$ cat src/mmu_params.svh
`ifndef MMU_PARAMS_SVH
`define MMU_PARAMS_SVH

// ======================================================================
// array geometry and memory sizing
// ======================================================================

// array edge, also lanes per row
`define MMU_N 4

// rows held by each row memory
`define MMU_DEPTH 16

// row address width, must cover MMU_DEPTH
`define MMU_AW 4

`endif
$ cat src/mmu_pkg.sv
`include "mmu_params.svh"

package mmu_pkg;

    // ==================================================================
    // element and row types
    // ==================================================================

    typedef logic signed [7:0]  act_t;  // activation or weight
    typedef logic signed [31:0] acc_t;  // column sum, wraps

    // lane 0 is column 0
    typedef act_t [`MMU_N-1:0] act_row_t;
    typedef acc_t [`MMU_N-1:0] acc_row_t;

    typedef logic [`MMU_AW-1:0] addr_t;  // row address into either memory

    // command opcodes
    typedef enum logic {
        OP_LOAD_W = 1'b0,  // staged weights into the array
        OP_MATMUL = 1'b1   // stream activation rows
    } cmd_op_e;

endpackage

$ cat src/mmu_result_writer.sv
`timescale 1ns/1ps
`include "mmu_params.svh"

module mmu_result_writer (
    input  logic               clk,
    input  logic               arst_n,
    input  logic               run_start,
    input  mmu_pkg::addr_t     out_base,
    input  logic [`MMU_AW:0]   rows,
    input  mmu_pkg::acc_row_t  sum_in,
    output logic               out_wr_en,
    output mmu_pkg::addr_t     out_wr_addr,
    output mmu_pkg::acc_row_t  out_wr_data,
    output logic               mm_done
);
    import mmu_pkg::*;

    localparam int N  = `MMU_N;
    localparam int WW = $clog2(2 * N);

    // first row reaches the write port 2N cycles after run_start:
    // one read cycle, N through the array, N-1 of deskew
    localparam logic [WW-1:0] FILL = WW'(2 * N - 1);

    logic             active_q;
    logic [WW-1:0]    wait_q;   // pipeline fill countdown
    logic [`MMU_AW:0] left_q;   // rows still to write
    addr_t            addr_q;

    // ==================================================================
    // deskew, lane j waits N-1-j cycles
    // ==================================================================

    for (genvar j = 0; j < N; j++) begin : g_deskew
        if (j == N - 1) begin : g_pass
            assign out_wr_data[j] = sum_in[j];  // last lane is already latest
        end else begin : g_dly
            acc_t dly_q [N-1-j];
            always_ff @(posedge clk) begin
                dly_q[0] <= sum_in[j];
                for (int i = 1; i < N - 1 - j; i++) begin
                    dly_q[i] <= dly_q[i-1];
                end
            end
            assign out_wr_data[j] = dly_q[N-2-j];
        end
    end

    // ==================================================================
    // write sequencing
    // ==================================================================

    assign out_wr_en   = active_q && (wait_q == '0);
    assign out_wr_addr = addr_q;

    always_ff @(posedge clk or negedge arst_n) begin
        if (!arst_n) begin
            active_q <= 1'b0;
            wait_q   <= '0;
            left_q   <= '0;
            addr_q   <= '0;
            mm_done  <= 1'b0;
        end else begin
            mm_done <= 1'b0;
            if (run_start) begin
                active_q <= 1'b1;
                wait_q   <= FILL;
                left_q   <= rows;
                addr_q   <= out_base;
            end else if (active_q) begin
                if (wait_q != '0) begin
                    wait_q <= wait_q - 1'b1;
                end else begin
                    addr_q <= addr_q + 1'b1;  // one row per cycle
                    left_q <= left_q - 1'b1;
                    if (left_q == 1) begin
                        active_q <= 1'b0;
                        mm_done  <= 1'b1;  // cycle after the last write
                    end
                end
            end
        end
    end

endmodule

$ cat config.mk
export PLATFORM = sky130hd
export DESIGN_NAME = mmu_result_writer
export DESIGN_NICKNAME = d
export VERILOG_FILES = /design/src/mmu_pkg.sv /design/src/mmu_result_writer.sv
export VERILOG_INCLUDE_DIRS = /design/src /design/src/src
export SDC_FILE = /design/constraint.sdc
export NUM_CORES = 1
export LEC_CHECK = 0
export BUFFER_PORTS_ARGS = -buffer_cell sky130_fd_sc_hd__buf_2
export CORE_ASPECT_RATIO = 0.5
export CORE_MARGIN = 1.5
export CORE_UTILIZATION = 40
export CTS_CLUSTER_DIAMETER = 50
export CTS_CLUSTER_SIZE = 40
export DETAILED_ROUTE_END_ITERATION = 16
export PLACE_DENSITY = 0.82
export SETUP_SLACK_MARGIN = 0.2
export SYNTH_ARGS = -nofsm -noshare
export SYNTH_HDL_FRONTEND = slang
export SYNTH_SLANG_ARGS = --single-unit
$ cat constraint.sdc
create_clock -name clk -period 2.53 [get_ports clk]
set_input_delay 0.506 -clock clk [delete_from_list [all_inputs] [get_ports clk]]
set_output_delay 0.506 -clock clk [all_outputs]
set_load 0.02 [all_outputs]
==> results.md, run 1 <==
* Status: complete, but fails checks
* Failing checks: design-rule violations
* CTS tree: built
* Post-route cell area at 6250 um2
* Vias per cell at 3.93
* Final TNS setup at 0 ns
* Largest stage delay, worst path at 0.40 ns
* Fraction of layout cells with a size suffix above 1 at 0.462
* Area of the core at 12900 um2
* Port bufs at 209
* Residual DRC count at 15
* Final cell count without fillers at 663
* Pre-CTS setup slack at 0.874 ns
* CTS clk-pin slew, worst paths at 0.13 ns
* CTS H-tree lvls at 1
* Hold crit path type: in -> reg
* Ports at 274
* Final worst setup slack at 0.424 ns
* Worst EP arrival at 1.60 ns
* Largest net degree at the start of global routing at 41
* Ranking of synthesized cells by area: dfxtp_1, buf_4, dfrtp_1
* Met2 WL at 4.86 mm
* Startpoint Class: flop
* Cell repeated most along the worst path: inv_1
* Initial antenna violation count at 0
* Hpwl dp at 6.49 mm
* Iteration-0 DRC count of the detailed router at 91
* Fmax at 475 MHz
* Via count at 2607
* Met1 WL at 2.91 mm
* Worst Path Max Fanout at 10
* Most common cell after layout, fill and taps aside: buf_2
* Register area share after synthesis at 0.782
* Max_cap viols at 0
* Postcts setup bufs at 0
* Crit path buffers/inverters at 3
* Synth top area share at 0.717
* Placed cells at 645
* Worst-Margin Slew at 0.351 ns
* Die Ht at 84.9 um
* Final setup violation count at 0
* CTS Buffer Depth at 3
* CP Capture Type: output port
* Endpoints failing hold at 0
* Post-Syn Area at 5360 um2
* Gr ovfl total at 0
* Slew HR at 0.766
* Max layer used: met4
* Root Buffer: clkbuf_16
* First-pass GRT wire length at 12.7 mm
* Fin crit share at 0.832
* Starting Density at 0.416
* Cell Chain, Critical Path: inv_1 -> ha_2 -> nand3b_4 -> inv_1 -> buf_2
* Final Util at 0.485
* Die area at 14200 um2
* Syn Nets at 510
* #FFs+latches synth at 206
* Area Growth Syn to Fin at 16.5%
* Chip width at 167 um
* Pwr Density at 922 nW/um2
* Placed inst area at 5870 um2
* Final ANT Viol Nets at 0
* Clock Sinks at 206
* Filler cells at 1098
* Diode count at 0
* Detailed Route WL at 8.50 mm
* Synth area leader: dfxtp_1
* Pre-Repair DR Iteration Count at 11
* Most frequent cells in the layout: buf_2, dfxtp_1, dfrtp_1, clkbuf_16, nand2_1
* Critical-path top delay cell: dfrtp_1
* Unique cell type count in the Yosys netlist at 31
* Static leakage at 2.98 nW
* Max Slew Vio Count at 0
* Synthesized area per cell at 14.7 um2
* CP Data Required Time at 2.02 ns
* Multi-input gate area at 397 um2
* Storage element area at 4190 um2
* GRT Total Usage at 0.116
* Final nets at 634
* CP Class: reg -> out
* Clock skew at 0.0342 ns
* Critical path's top delay family: flip-flops
* Vias in the first global route at 2649
* Yosys warning total at 0
* CTS buffer count at 11
* RSZ-0062 raised after global routing: no
* Peak VDD IR at 559 uV
* WL/cell at 12.8 um
* Clk Latency, worst-skew pair at 0.47 ns
* GPL Wtd Cong at 0.722
* Mapped Cells at 365
* Site row count at 29
* Met3 wire len at 528 um
* Final min period at 2.11 ns
[final timing paths]
path | startpoint | endpoint | slack (ns) | cells past startpoint
min in group asynchronous | arst_n | left_q[0]$_DFFE_PN0P_ | 0.45 | 2
min | sum_in[13] | g_deskew[0].g_dly.dly_q[0][13]$_DFF_P_ | 0.12 | 1
max reg2reg | wait_q[0]$_DFFE_PN0P_ | left_q[4]$_DFFE_PN0P_ | 0.94 | 5
min reg2reg | g_deskew[1].g_dly.dly_q[0][11]$_DFF_P_ | g_deskew[1].g_dly.dly_q[0][43]$_DFF_P_ | 0.30 | 0
max | wait_q[0]$_DFFE_PN0P_ | out_wr_en | 0.42 | 5
max in group asynchronous | arst_n | out_wr_addr[1]$_DFFE_PN0P_ | 1.84 | 2
[cells in the mapped netlist]
| library cell | n |
|---|---|
| dfrtp_1 | 14 |
| a21o_1 | 1 |
| mux2_2 | 1 |
| o31a_1 | 2 |
| a211o_1 | 1 |
| nand4b_1 | 2 |
| dfxtp_1 | 192 |
| nand3b_4 | 1 |
| nor4b_1 | 1 |
| a21oi_1 | 2 |
| nand2b_1 | 3 |
| mux2i_1 | 2 |
| buf_4 | 96 |
| nand3_1 | 3 |
| nor3b_1 | 1 |
| ha_1 | 5 |
| o21ai_0 | 7 |
| nand2_1 | 8 |
| xor2_1 | 3 |
| nor4_1 | 1 |
| and3_1 | 1 |
| xnor2_1 | 1 |
| clkbuf_1 | 1 |
| inv_1 | 6 |
| a311o_1 | 1 |
| or3_1 | 1 |
| o21bai_1 | 1 |
| clkbuf_8 | 2 |
| or4_1 | 2 |
| nor3_1 | 1 |
| nor2b_1 | 2 |
[where the power goes]
part           switching [W]  leakage (nW)  internal, W
Sequential         0.0000495          1.78      0.00342
Clock                0.00105         0.177     0.000899
Combinational       0.000201          1.03     0.000142
Total                0.00130          2.98      0.00447
[cell type report]
class / count / share of cell area
sequential: 206 / 0.671
timing repair buffer: 210 / 0.169
multi-input combinational: 54 / 0.0635
clock buffer: 13 / 0.0468
tap: 170 / 0.0340
clock inverter: 4 / 0.0120
inverter: 6 / 0.00360
[stage by stage]
step / hold WS (ns) / total power (W)
floorplan: 0.210 / 0.00385
global placement: 0.310 / 0.00388
detailed placement: 0.312 / 0.00390
CTS: 0.112 / 0.00583
global route: 0.0909 / 0.00600
finish: 0.125 / 0.00576
[per-layer routing]
metal	GRT usage	vias to the layer above
met5	0	-
met4	0.0455	0
met3	0.0350	20
met2	0.236	93
met1	0.109	1196
li1	-	1298
[worst register-to-register path, cell delays in order (launching register included)]
cell      delay, ns
dfrtp_1        0.40
inv_1          0.09
ha_2           0.25
nand4b_1       0.19
o31a_1         0.28
o31a_1         0.27
[state kept, by name, indices dropped and copies added (netlist names)]
register / count
active_q: 1
g_deskew.g_dly.dly_q: 192
left_q: 5
mm_done: 1
out_wr_addr: 4
wait_q: 3
[cell families after synthesis]
logic type | share of synthesized area
mux | 0.00583
buf+inv | 0.144
compound gates | 0.0180
simple gates | 0.0315
fa+ha+maj | 0.0117
xor+xnor | 0.00653
flops | 0.782
[what timing repair did]
action,in CTS,in global routing
hold buffers,1,0
hold endpoints to repair,14,0
endpoints found under the setup margin,0,1
gates resized for setup,0,1
No activity file was read; power rests on OpenSTA's default activity.
==> run 2, diff against run 1 <==
--- a/config.mk
+++ b/config.mk
@@ -6,6 +6,7 @@
 export SDC_FILE = /design/constraint.sdc
 export NUM_CORES = 1
 export LEC_CHECK = 0
+export ABC_AREA = 1
 export BUFFER_PORTS_ARGS = -buffer_cell sky130_fd_sc_hd__buf_2
 export CORE_ASPECT_RATIO = 0.5
 export CORE_MARGIN = 1.5
@@ -13,7 +14,7 @@
 export CTS_CLUSTER_DIAMETER = 50
 export CTS_CLUSTER_SIZE = 40
 export DETAILED_ROUTE_END_ITERATION = 16
-export PLACE_DENSITY = 0.82
+export PLACE_DENSITY = 0.85
 export SETUP_SLACK_MARGIN = 0.2
 export SYNTH_ARGS = -nofsm -noshare
 export SYNTH_HDL_FRONTEND = slang
==> constraint.sdc (replaced) <==
create_clock -name clk -period 1.7 [get_ports clk]
set_input_delay 0.34 -clock clk [delete_from_list [all_inputs] [get_ports clk]]
set_output_delay 0.34 -clock clk [all_outputs]
set_load 0.02 [all_outputs]
==> results.md, run 2 <==
* Hold slack at 0.115 ns (was 0.125 ns)
* Placed cells at 673 (was 645)
* Port bufs at 209 (unchanged)
* Final setup violation count at 1 (was 0)
* Synth top area share at 0.716 (was 0.717)
* Ranking of synthesized cells by area: dfxtp_1, buf_4, dfrtp_1 (unchanged)
* Post-route cell area at 7350 um2 (was 6250 um2)
* Top-count cell post-synth: dfxtp_1 (unchanged)
* Most frequent cells in the layout: buf_2, dfxtp_1, dlygate4sd3_1, nand2_1, nand3_1 (was buf_2, dfxtp_1, dfrtp_1, clkbuf_16, nand2_1)
* Met2 WL at 6.23 mm (was 4.86 mm)
* Synthesized area per cell at 13.7 um2 (was 14.7 um2)
* Worst EP arrival at 1.37 ns (was 1.60 ns)
* Startpoint Class: flop (unchanged)
* Final worst setup slack at -0.00967 ns (was 0.424 ns)
* Area Growth Syn to Fin at 36.9% (was 16.5%)
* R2r setup slk at 0.30 ns (was 0.94 ns)
* Depth of the most critical reg-to-reg path at 9 (was 5)
* Final Util at 0.570 (was 0.485)
* CP Data Required Time at 1.36 ns (was 2.02 ns)
* Max reg flops at 192 (unchanged)
* Fin crit share at 1.01
* Commonest cells post-synth: dfxtp_1, buf_4, nand2_1 (was dfxtp_1, buf_4, dfrtp_1)
* Hpwl dp at 6.85 mm (was 6.49 mm)
* Starting Density at 0.417 (was 0.416)
* Max layer used: met4 (unchanged)
* Initial antenna violation count at 0 (unchanged)
* Iteration-0 DRC count of the detailed router at 124 (was 91)
* Ys flop type: dfxtp_1 (unchanged)
* Residual DRC count at 15 (unchanged)
* Max_cap viols at 0 (unchanged)
* Placed inst area at 5890 um2 (was 5870 um2)
* Largest net degree at the start of global routing at 41 (unchanged)
* Register area share after synthesis at 0.781 (was 0.782)
* Final cell count without fillers at 792 (was 663)
* Worst Path Max Fanout at 2 (was 10)
* First-pass GRT wire length at 16.8 mm (was 12.7 mm)
* Die area at 14200 um2 (about the same)
* Final ANT Viol Nets at 0 (unchanged)
* RSZ-0062 raised after global routing: yes (was no)
* CTS buffer count at 11 (unchanged)
* Fraction of layout cells with a size suffix above 1 at 0.387 (was 0.462)
* Pwr Density at 1230 nW/um2 (was 922 nW/um2)
* CTS clk-pin slew, worst paths at 0.12 ns (was 0.13 ns)
* Fmax at 585 MHz
* Clock Sinks at 206 (unchanged)
* Top reg by flops: g_deskew.g_dly.dly_q (unchanged)
* Static leakage at 3.49 nW (was 2.98 nW)
* Peak VDD IR at 858 uV (was 559 uV)
* Clk Latency, worst-skew pair at 0.46 ns (was 0.47 ns)
* GPL Wtd Cong at 0.845 (was 0.722)
* Final min period at 1.71 ns
* Detailed Route WL at 10.9 mm (was 8.50 mm)
* Synth area leader: dfxtp_1 (unchanged)
* Pre-Repair DR Iteration Count at 10 (was 11)
* CP Capture Type: output port (unchanged)
* CP Class: reg -> out (unchanged)
* CTS H-tree lvls at 1 (unchanged)
* Diode count at 0 (unchanged)
* Area of the core at 12900 um2 (unchanged)
* Chip width at 167 um (about the same)
* Share of flip-flops with an asynchronous set or reset at 0.0680 (unchanged)
* Syn Nets at 537 (was 510)
* GRT Total Usage at 0.152 (was 0.116)
* Vias in the first global route at 3468 (was 2649)
* #FFs+latches synth at 206 (unchanged)
* Endpoints failing hold at 0 (unchanged)
* Pre-CTS setup slack at 0.306 ns (was 0.874 ns)
* Site row count at 29 (unchanged)
* Ports at 274 (unchanged)
* Most common cell after layout, fill and taps aside: buf_2 (unchanged)
* Mapped Cells at 392 (was 365)
* CTS tree: built (unchanged)
* Final nets at 763 (was 634)
* Clock skew at 0.0225 ns (was 0.0342 ns)
* WL/cell at 13.7 um (was 12.8 um)
* Vias per cell at 4.05 (was 3.93)
* Unique cell type count in the Yosys netlist at 21 (was 31)
* Hold crit path type: in -> reg (unchanged)
* Via count at 3207 (was 2607)
* Gr ovfl total at 0 (unchanged)
* CTS Buffer Depth at 3 (unchanged)
* Root Buffer: clkbuf_16 (unchanged)
* Worst-Margin Slew at 0.307 ns (was 0.351 ns)
* Met1 WL at 3.67 mm (was 2.91 mm)
* Yosys warning total at 0 (unchanged)
* Slew HR at 0.795 (was 0.766)
* Die Ht at 84.9 um (about the same)
* Post-Syn Area at 5370 um2 (was 5360 um2)
* Failing checks: design-rule violations, negative setup slack (was design-rule violations)
* Met3 wire len at 600 um (was 528 um)
* Status: complete, but fails checks (unchanged)
* Max Slew Vio Count at 0 (unchanged)
* Hold path cells at 3 (was 1)
* Post-synth EDFFs at 0 (unchanged)
-- run 2: changes by cell type after synthesis, moves of 2 or more --
| cell | previous run | this run |
|---|---|---|
| inv_1 | 6 | 11 |
| xor2_1 | 3 | 1 |
| clkbuf_8 | 2 | 0 |
| nand2_1 | 8 | 35 |
| o31a_1 | 2 | 0 |
| or4_1 | 2 | 0 |
| nor2b_1 | 2 | 0 |
| mux2i_1 | 2 | 0 |
| nand4b_1 | 2 | 0 |
| nand2b_1 | 3 | 0 |
| nor2_1 | 0 | 4 |
| nand3_1 | 3 | 15 |
-- run 2: final timing paths --
| path | start | end |
|---|---|---|
| max | wait_q[0]$_DFFE_PN0P_ | out_wr_en |
| min | rows[4] | left_q[4]$_DFFE_PN0P_ |
| max reg2reg | wait_q[0]$_DFFE_PN0P_ | left_q[2]$_DFFE_PN0P_ |
| min reg2reg | g_deskew[0].g_dly.dly_q[0][29]$_DFF_P_ | g_deskew[0].g_dly.dly_q[0][61]$_DFF_P_ |
| max in group asynchronous | arst_n | out_wr_addr[3]$_DFFE_PN0P_ |
| min in group asynchronous | arst_n | left_q[0]$_DFFE_PN0P_ |
-- run 2: area by class of cell --
class,count,area (um2)
tap,170,213
timing repair buffer,311,2060
fill,1000,5540
multi-input combinational,76,428
sequential,206,4190
clock buffer,11,275
clock inverter,6,128
inverter,12,47.5
-- run 2: per-stage QoR --
step                      TNS [ns]  total power (W)
final                     -0.00967          0.00907
after global routing       -0.0756          0.00945
after CTS                        0          0.00914
after detailed placement         0          0.00588
after global placement           0          0.00584
after floorplan                  0          0.00579
-- run 2: cell families after synthesis --
kind of cell	Yosys count	synth area share
compound gates	9	0.00886
xor+xnor	3	0.00490
fa+ha+maj	5	0.0117
buf+inv	110	0.146
flops	206	0.781
simple gates	59	0.0476
-- run 2: critical path: stages (launching register included) --
cell     delay [ns]
dfrtp_1        0.41
inv_2          0.08
ha_4           0.15
nand3_4        0.07
inv_2          0.08
buf_6          0.11
-- run 2: timing repair --
| action | 4_1_cts | 5_1_grt |
|---|---|---|
| setup endpoints to repair | 1 | 7 |
| resized for setup | 7 | 6 |
| buffers inserted | 3 | 2 |
| pin swaps | 2 | 0 |
| hold buffers | 97 | 0 |
| hold endpoints to repair | 110 | 0 |
-- run 2: routing by layer --
layer / GRT usage / vias up
met3: 0.0364 / 36
met4: 0.0736 / 0
met2: 0.312 / 127
met1: 0.143 / 1488
met5: 0 / -
li1: - / 1556
-- run 2: report_power, final --
group / internal, W / total, W / switching [W]
clock: 0.00136 / 0.00309 / 0.00173
sequential: 0.00511 / 0.00520 / 0.0000914
combinational: 0.000385 / 0.000780 / 0.000395
==> run 3, diff against run 2 <==
--- a/config.mk
+++ b/config.mk
@@ -11,6 +11,7 @@
 export CORE_ASPECT_RATIO = 0.5
 export CORE_MARGIN = 1.5
 export CORE_UTILIZATION = 40
+export CTS_BUF_LIST = sky130_fd_sc_hd__clkbuf_4
 export CTS_CLUSTER_DIAMETER = 50
 export CTS_CLUSTER_SIZE = 40
 export DETAILED_ROUTE_END_ITERATION = 16
==> results.md, run 3 (synthesis gave the netlist of run 2 again) <==
* Clock skew at 0.0582 ns (was 0.0225 ns)
* Pre-Repair DR Iteration Count at 12 (was 10)
* GRT Total Usage at 0.174 (was 0.152)
* Via count at 3441 (was 3207)
* CTS buffer count at 11 (unchanged)
* GPL Wtd Cong at 0.845 (unchanged)
* Root Buffer: clkbuf_4 (was clkbuf_16)
* Worst-Margin Slew at 0.340 ns (was 0.307 ns)
* Detailed Route WL at 13.1 mm (was 10.9 mm)
* CTS Buffer Depth at 3 (unchanged)
* Peak VDD IR at 991 uV (was 858 uV)
* Final TNS setup at -0.280 ns (was -0.00967 ns)
* RSZ-0062 raised after global routing: yes (unchanged)
* Startpoint Class: flop (unchanged)
* CP Data Required Time at 1.36 ns (about the same)
* Max_cap viols at 0 (unchanged)
* R2r setup slk at 0.21 ns (was 0.30 ns)
* Iteration-0 DRC count of the detailed router at 180 (was 124)
* CP Class: reg -> out (unchanged)
* Initial antenna violation count at 1 (was 0)
* Vias per cell at 4.26 (was 4.05)
* Placed inst area at 5890 um2 (unchanged)
* Chip width at 167 um (unchanged)
* Gr ovfl total at 0 (unchanged)
* Final min period at 1.98 ns (was 1.71 ns)
* First-pass GRT wire length at 18.9 mm (was 16.8 mm)
* Top reg by flops: g_deskew.g_dly.dly_q (unchanged)
* Worst Path Max Fanout at 2 (unchanged)
* Final ANT Viol Nets at 0 (unchanged)
* Starting Density at 0.417 (unchanged)
* Most frequent cells in the layout: buf_2, dlygate4sd3_1, buf_6, dfxtp_1, dfxtp_2 (was buf_2, dfxtp_1, dlygate4sd3_1, nand2_1, nand3_1)
* Die area at 14200 um2 (unchanged)
* Fraction of layout cells with a size suffix above 1 at 0.546 (was 0.387)
* Worst EP arrival at 1.64 ns (was 1.37 ns)
* Hold crit path type: in -> async (was in -> reg)
* Failing checks: design-rule violations, negative setup slack (unchanged)
* Post-route cell area at 8070 um2 (was 7350 um2)
* Area of the core at 12900 um2 (unchanged)
* Final worst setup slack at -0.280 ns (was -0.00967 ns)
* CP Capture Type: output port (unchanged)
* Site row count at 29 (unchanged)
* Area Growth Syn to Fin at 50.4% (was 36.9%)
* Final nets at 777 (was 763)
* Max Slew Vio Count at 0 (unchanged)
* Clock Sinks at 206 (unchanged)
* Vias in the first global route at 3752 (was 3468)
* CTS tree: built (unchanged)
* Static leakage at 3.70 nW (was 3.49 nW)
* Largest net degree at the start of global routing at 41 (unchanged)
* Clk Latency, worst-skew pair at 0.66 ns (was 0.46 ns)
* Die Ht at 84.9 um (unchanged)
* Final setup violation count at 1 (unchanged)
* Filler cells at 860 (was 1000)
* WL/cell at 16.2 um (was 13.7 um)
* Depth of the most critical reg-to-reg path at 9 (unchanged)
* CTS H-tree lvls at 1 (unchanged)
* Ports at 274 (unchanged)
* Port bufs at 209 (unchanged)
* Slew HR at 0.773 (was 0.795)
* Most common cell after layout, fill and taps aside: buf_2 (unchanged)
* CTS clk-pin slew, worst paths at 0.33 ns (was 0.12 ns)
* Hpwl dp at 6.85 mm (unchanged)
* Max reg flops at 192 (unchanged)
* Residual DRC count at 30 (was 15)
* Fin crit share at 1.16 (was 1.01)
* Fmax at 505 MHz (was 585 MHz)
* Endpoints failing hold at 0 (unchanged)
* Status: complete, but fails checks (unchanged)
* Pwr Density at 1050 nW/um2 (was 1230 nW/um2)
-- run 3: layout make-up --
class                   count  area (um2)  share of cell area
clock buffers              11        82.6              0.0102
multi-input cells          76         448              0.0555
inverters                  12        47.5             0.00589
diodes                      2        5.00            0.000620
clock inverters             6         128              0.0158
flip-flops and latches    206        4310               0.534
repair buffers            325        2840               0.351
well taps                 170         213              0.0263
-- run 3: worst paths after layout --
check | to | from
hold reg to reg | g_deskew[0].g_dly.dly_q[0][61]$_DFF_P_ | g_deskew[0].g_dly.dly_q[0][29]$_DFF_P_
hold / removal | wait_q[1]$_DFFE_PN0P_ | arst_n
setup reg to reg | out_wr_addr[1]$_DFFE_PN0P_ | wait_q[0]$_DFFE_PN0P_
setup / recovery | out_wr_en | wait_q[0]$_DFFE_PN0P_
min in group clk | out_wr_addr[2]$_DFFE_PN0P_ | out_base[2]
max in group asynchronous | wait_q[0]$_DFFE_PN0P_ | arst_n
-- run 3: critical path: stages (launching register included) --
cell     delay (ns)
dfrtp_1        0.47
inv_2          0.08
ha_4           0.14
nand3_4        0.08
inv_2          0.08
buf_6          0.12
-- run 3: routing by layer --
metal  GRT usage  part of all wire  up-vias
met5           0                 0        -
met1       0.154              0.32     1638
li1            -                 -     1584
met4      0.0909             0.036        0
met2       0.366              0.59      170
met3      0.0410             0.059       49
-- run 3: power by group --
group / total [W] / switching, W / internal [W] / leakage (nW)
clock network: 0.00218 / 0.00167 / 0.000502 / 0.106
registers: 0.00527 / 0.000124 / 0.00515 / 1.78
logic: 0.00102 / 0.000447 / 0.000575 / 1.81
-- run 3: through the flow --
step	instances	util	setup WS, ns	hold slack [ns]	power [W]
finish	808	0.627	-0.280	0.0780	0.00847
global route	807	0.627	-0.375	0.0317	0.00883
CTS	802	0.617	-0.282	0.00642	0.00845
detailed placement	673	0.457	0.306	0.245	0.00588
global placement	673	0.457	0.327	0.243	0.00584
floorplan	392	-	0.442	0.0444	0.00579
-- run 3: repair_timing --
action	CTS	global route
gates resized for setup	296	22
endpoints found under the setup margin	101	109
pin swaps	2	0
setup buffers	7	3
gates cloned	0	0
endpoints found under the hold margin	117	1
hold buffers	105	1
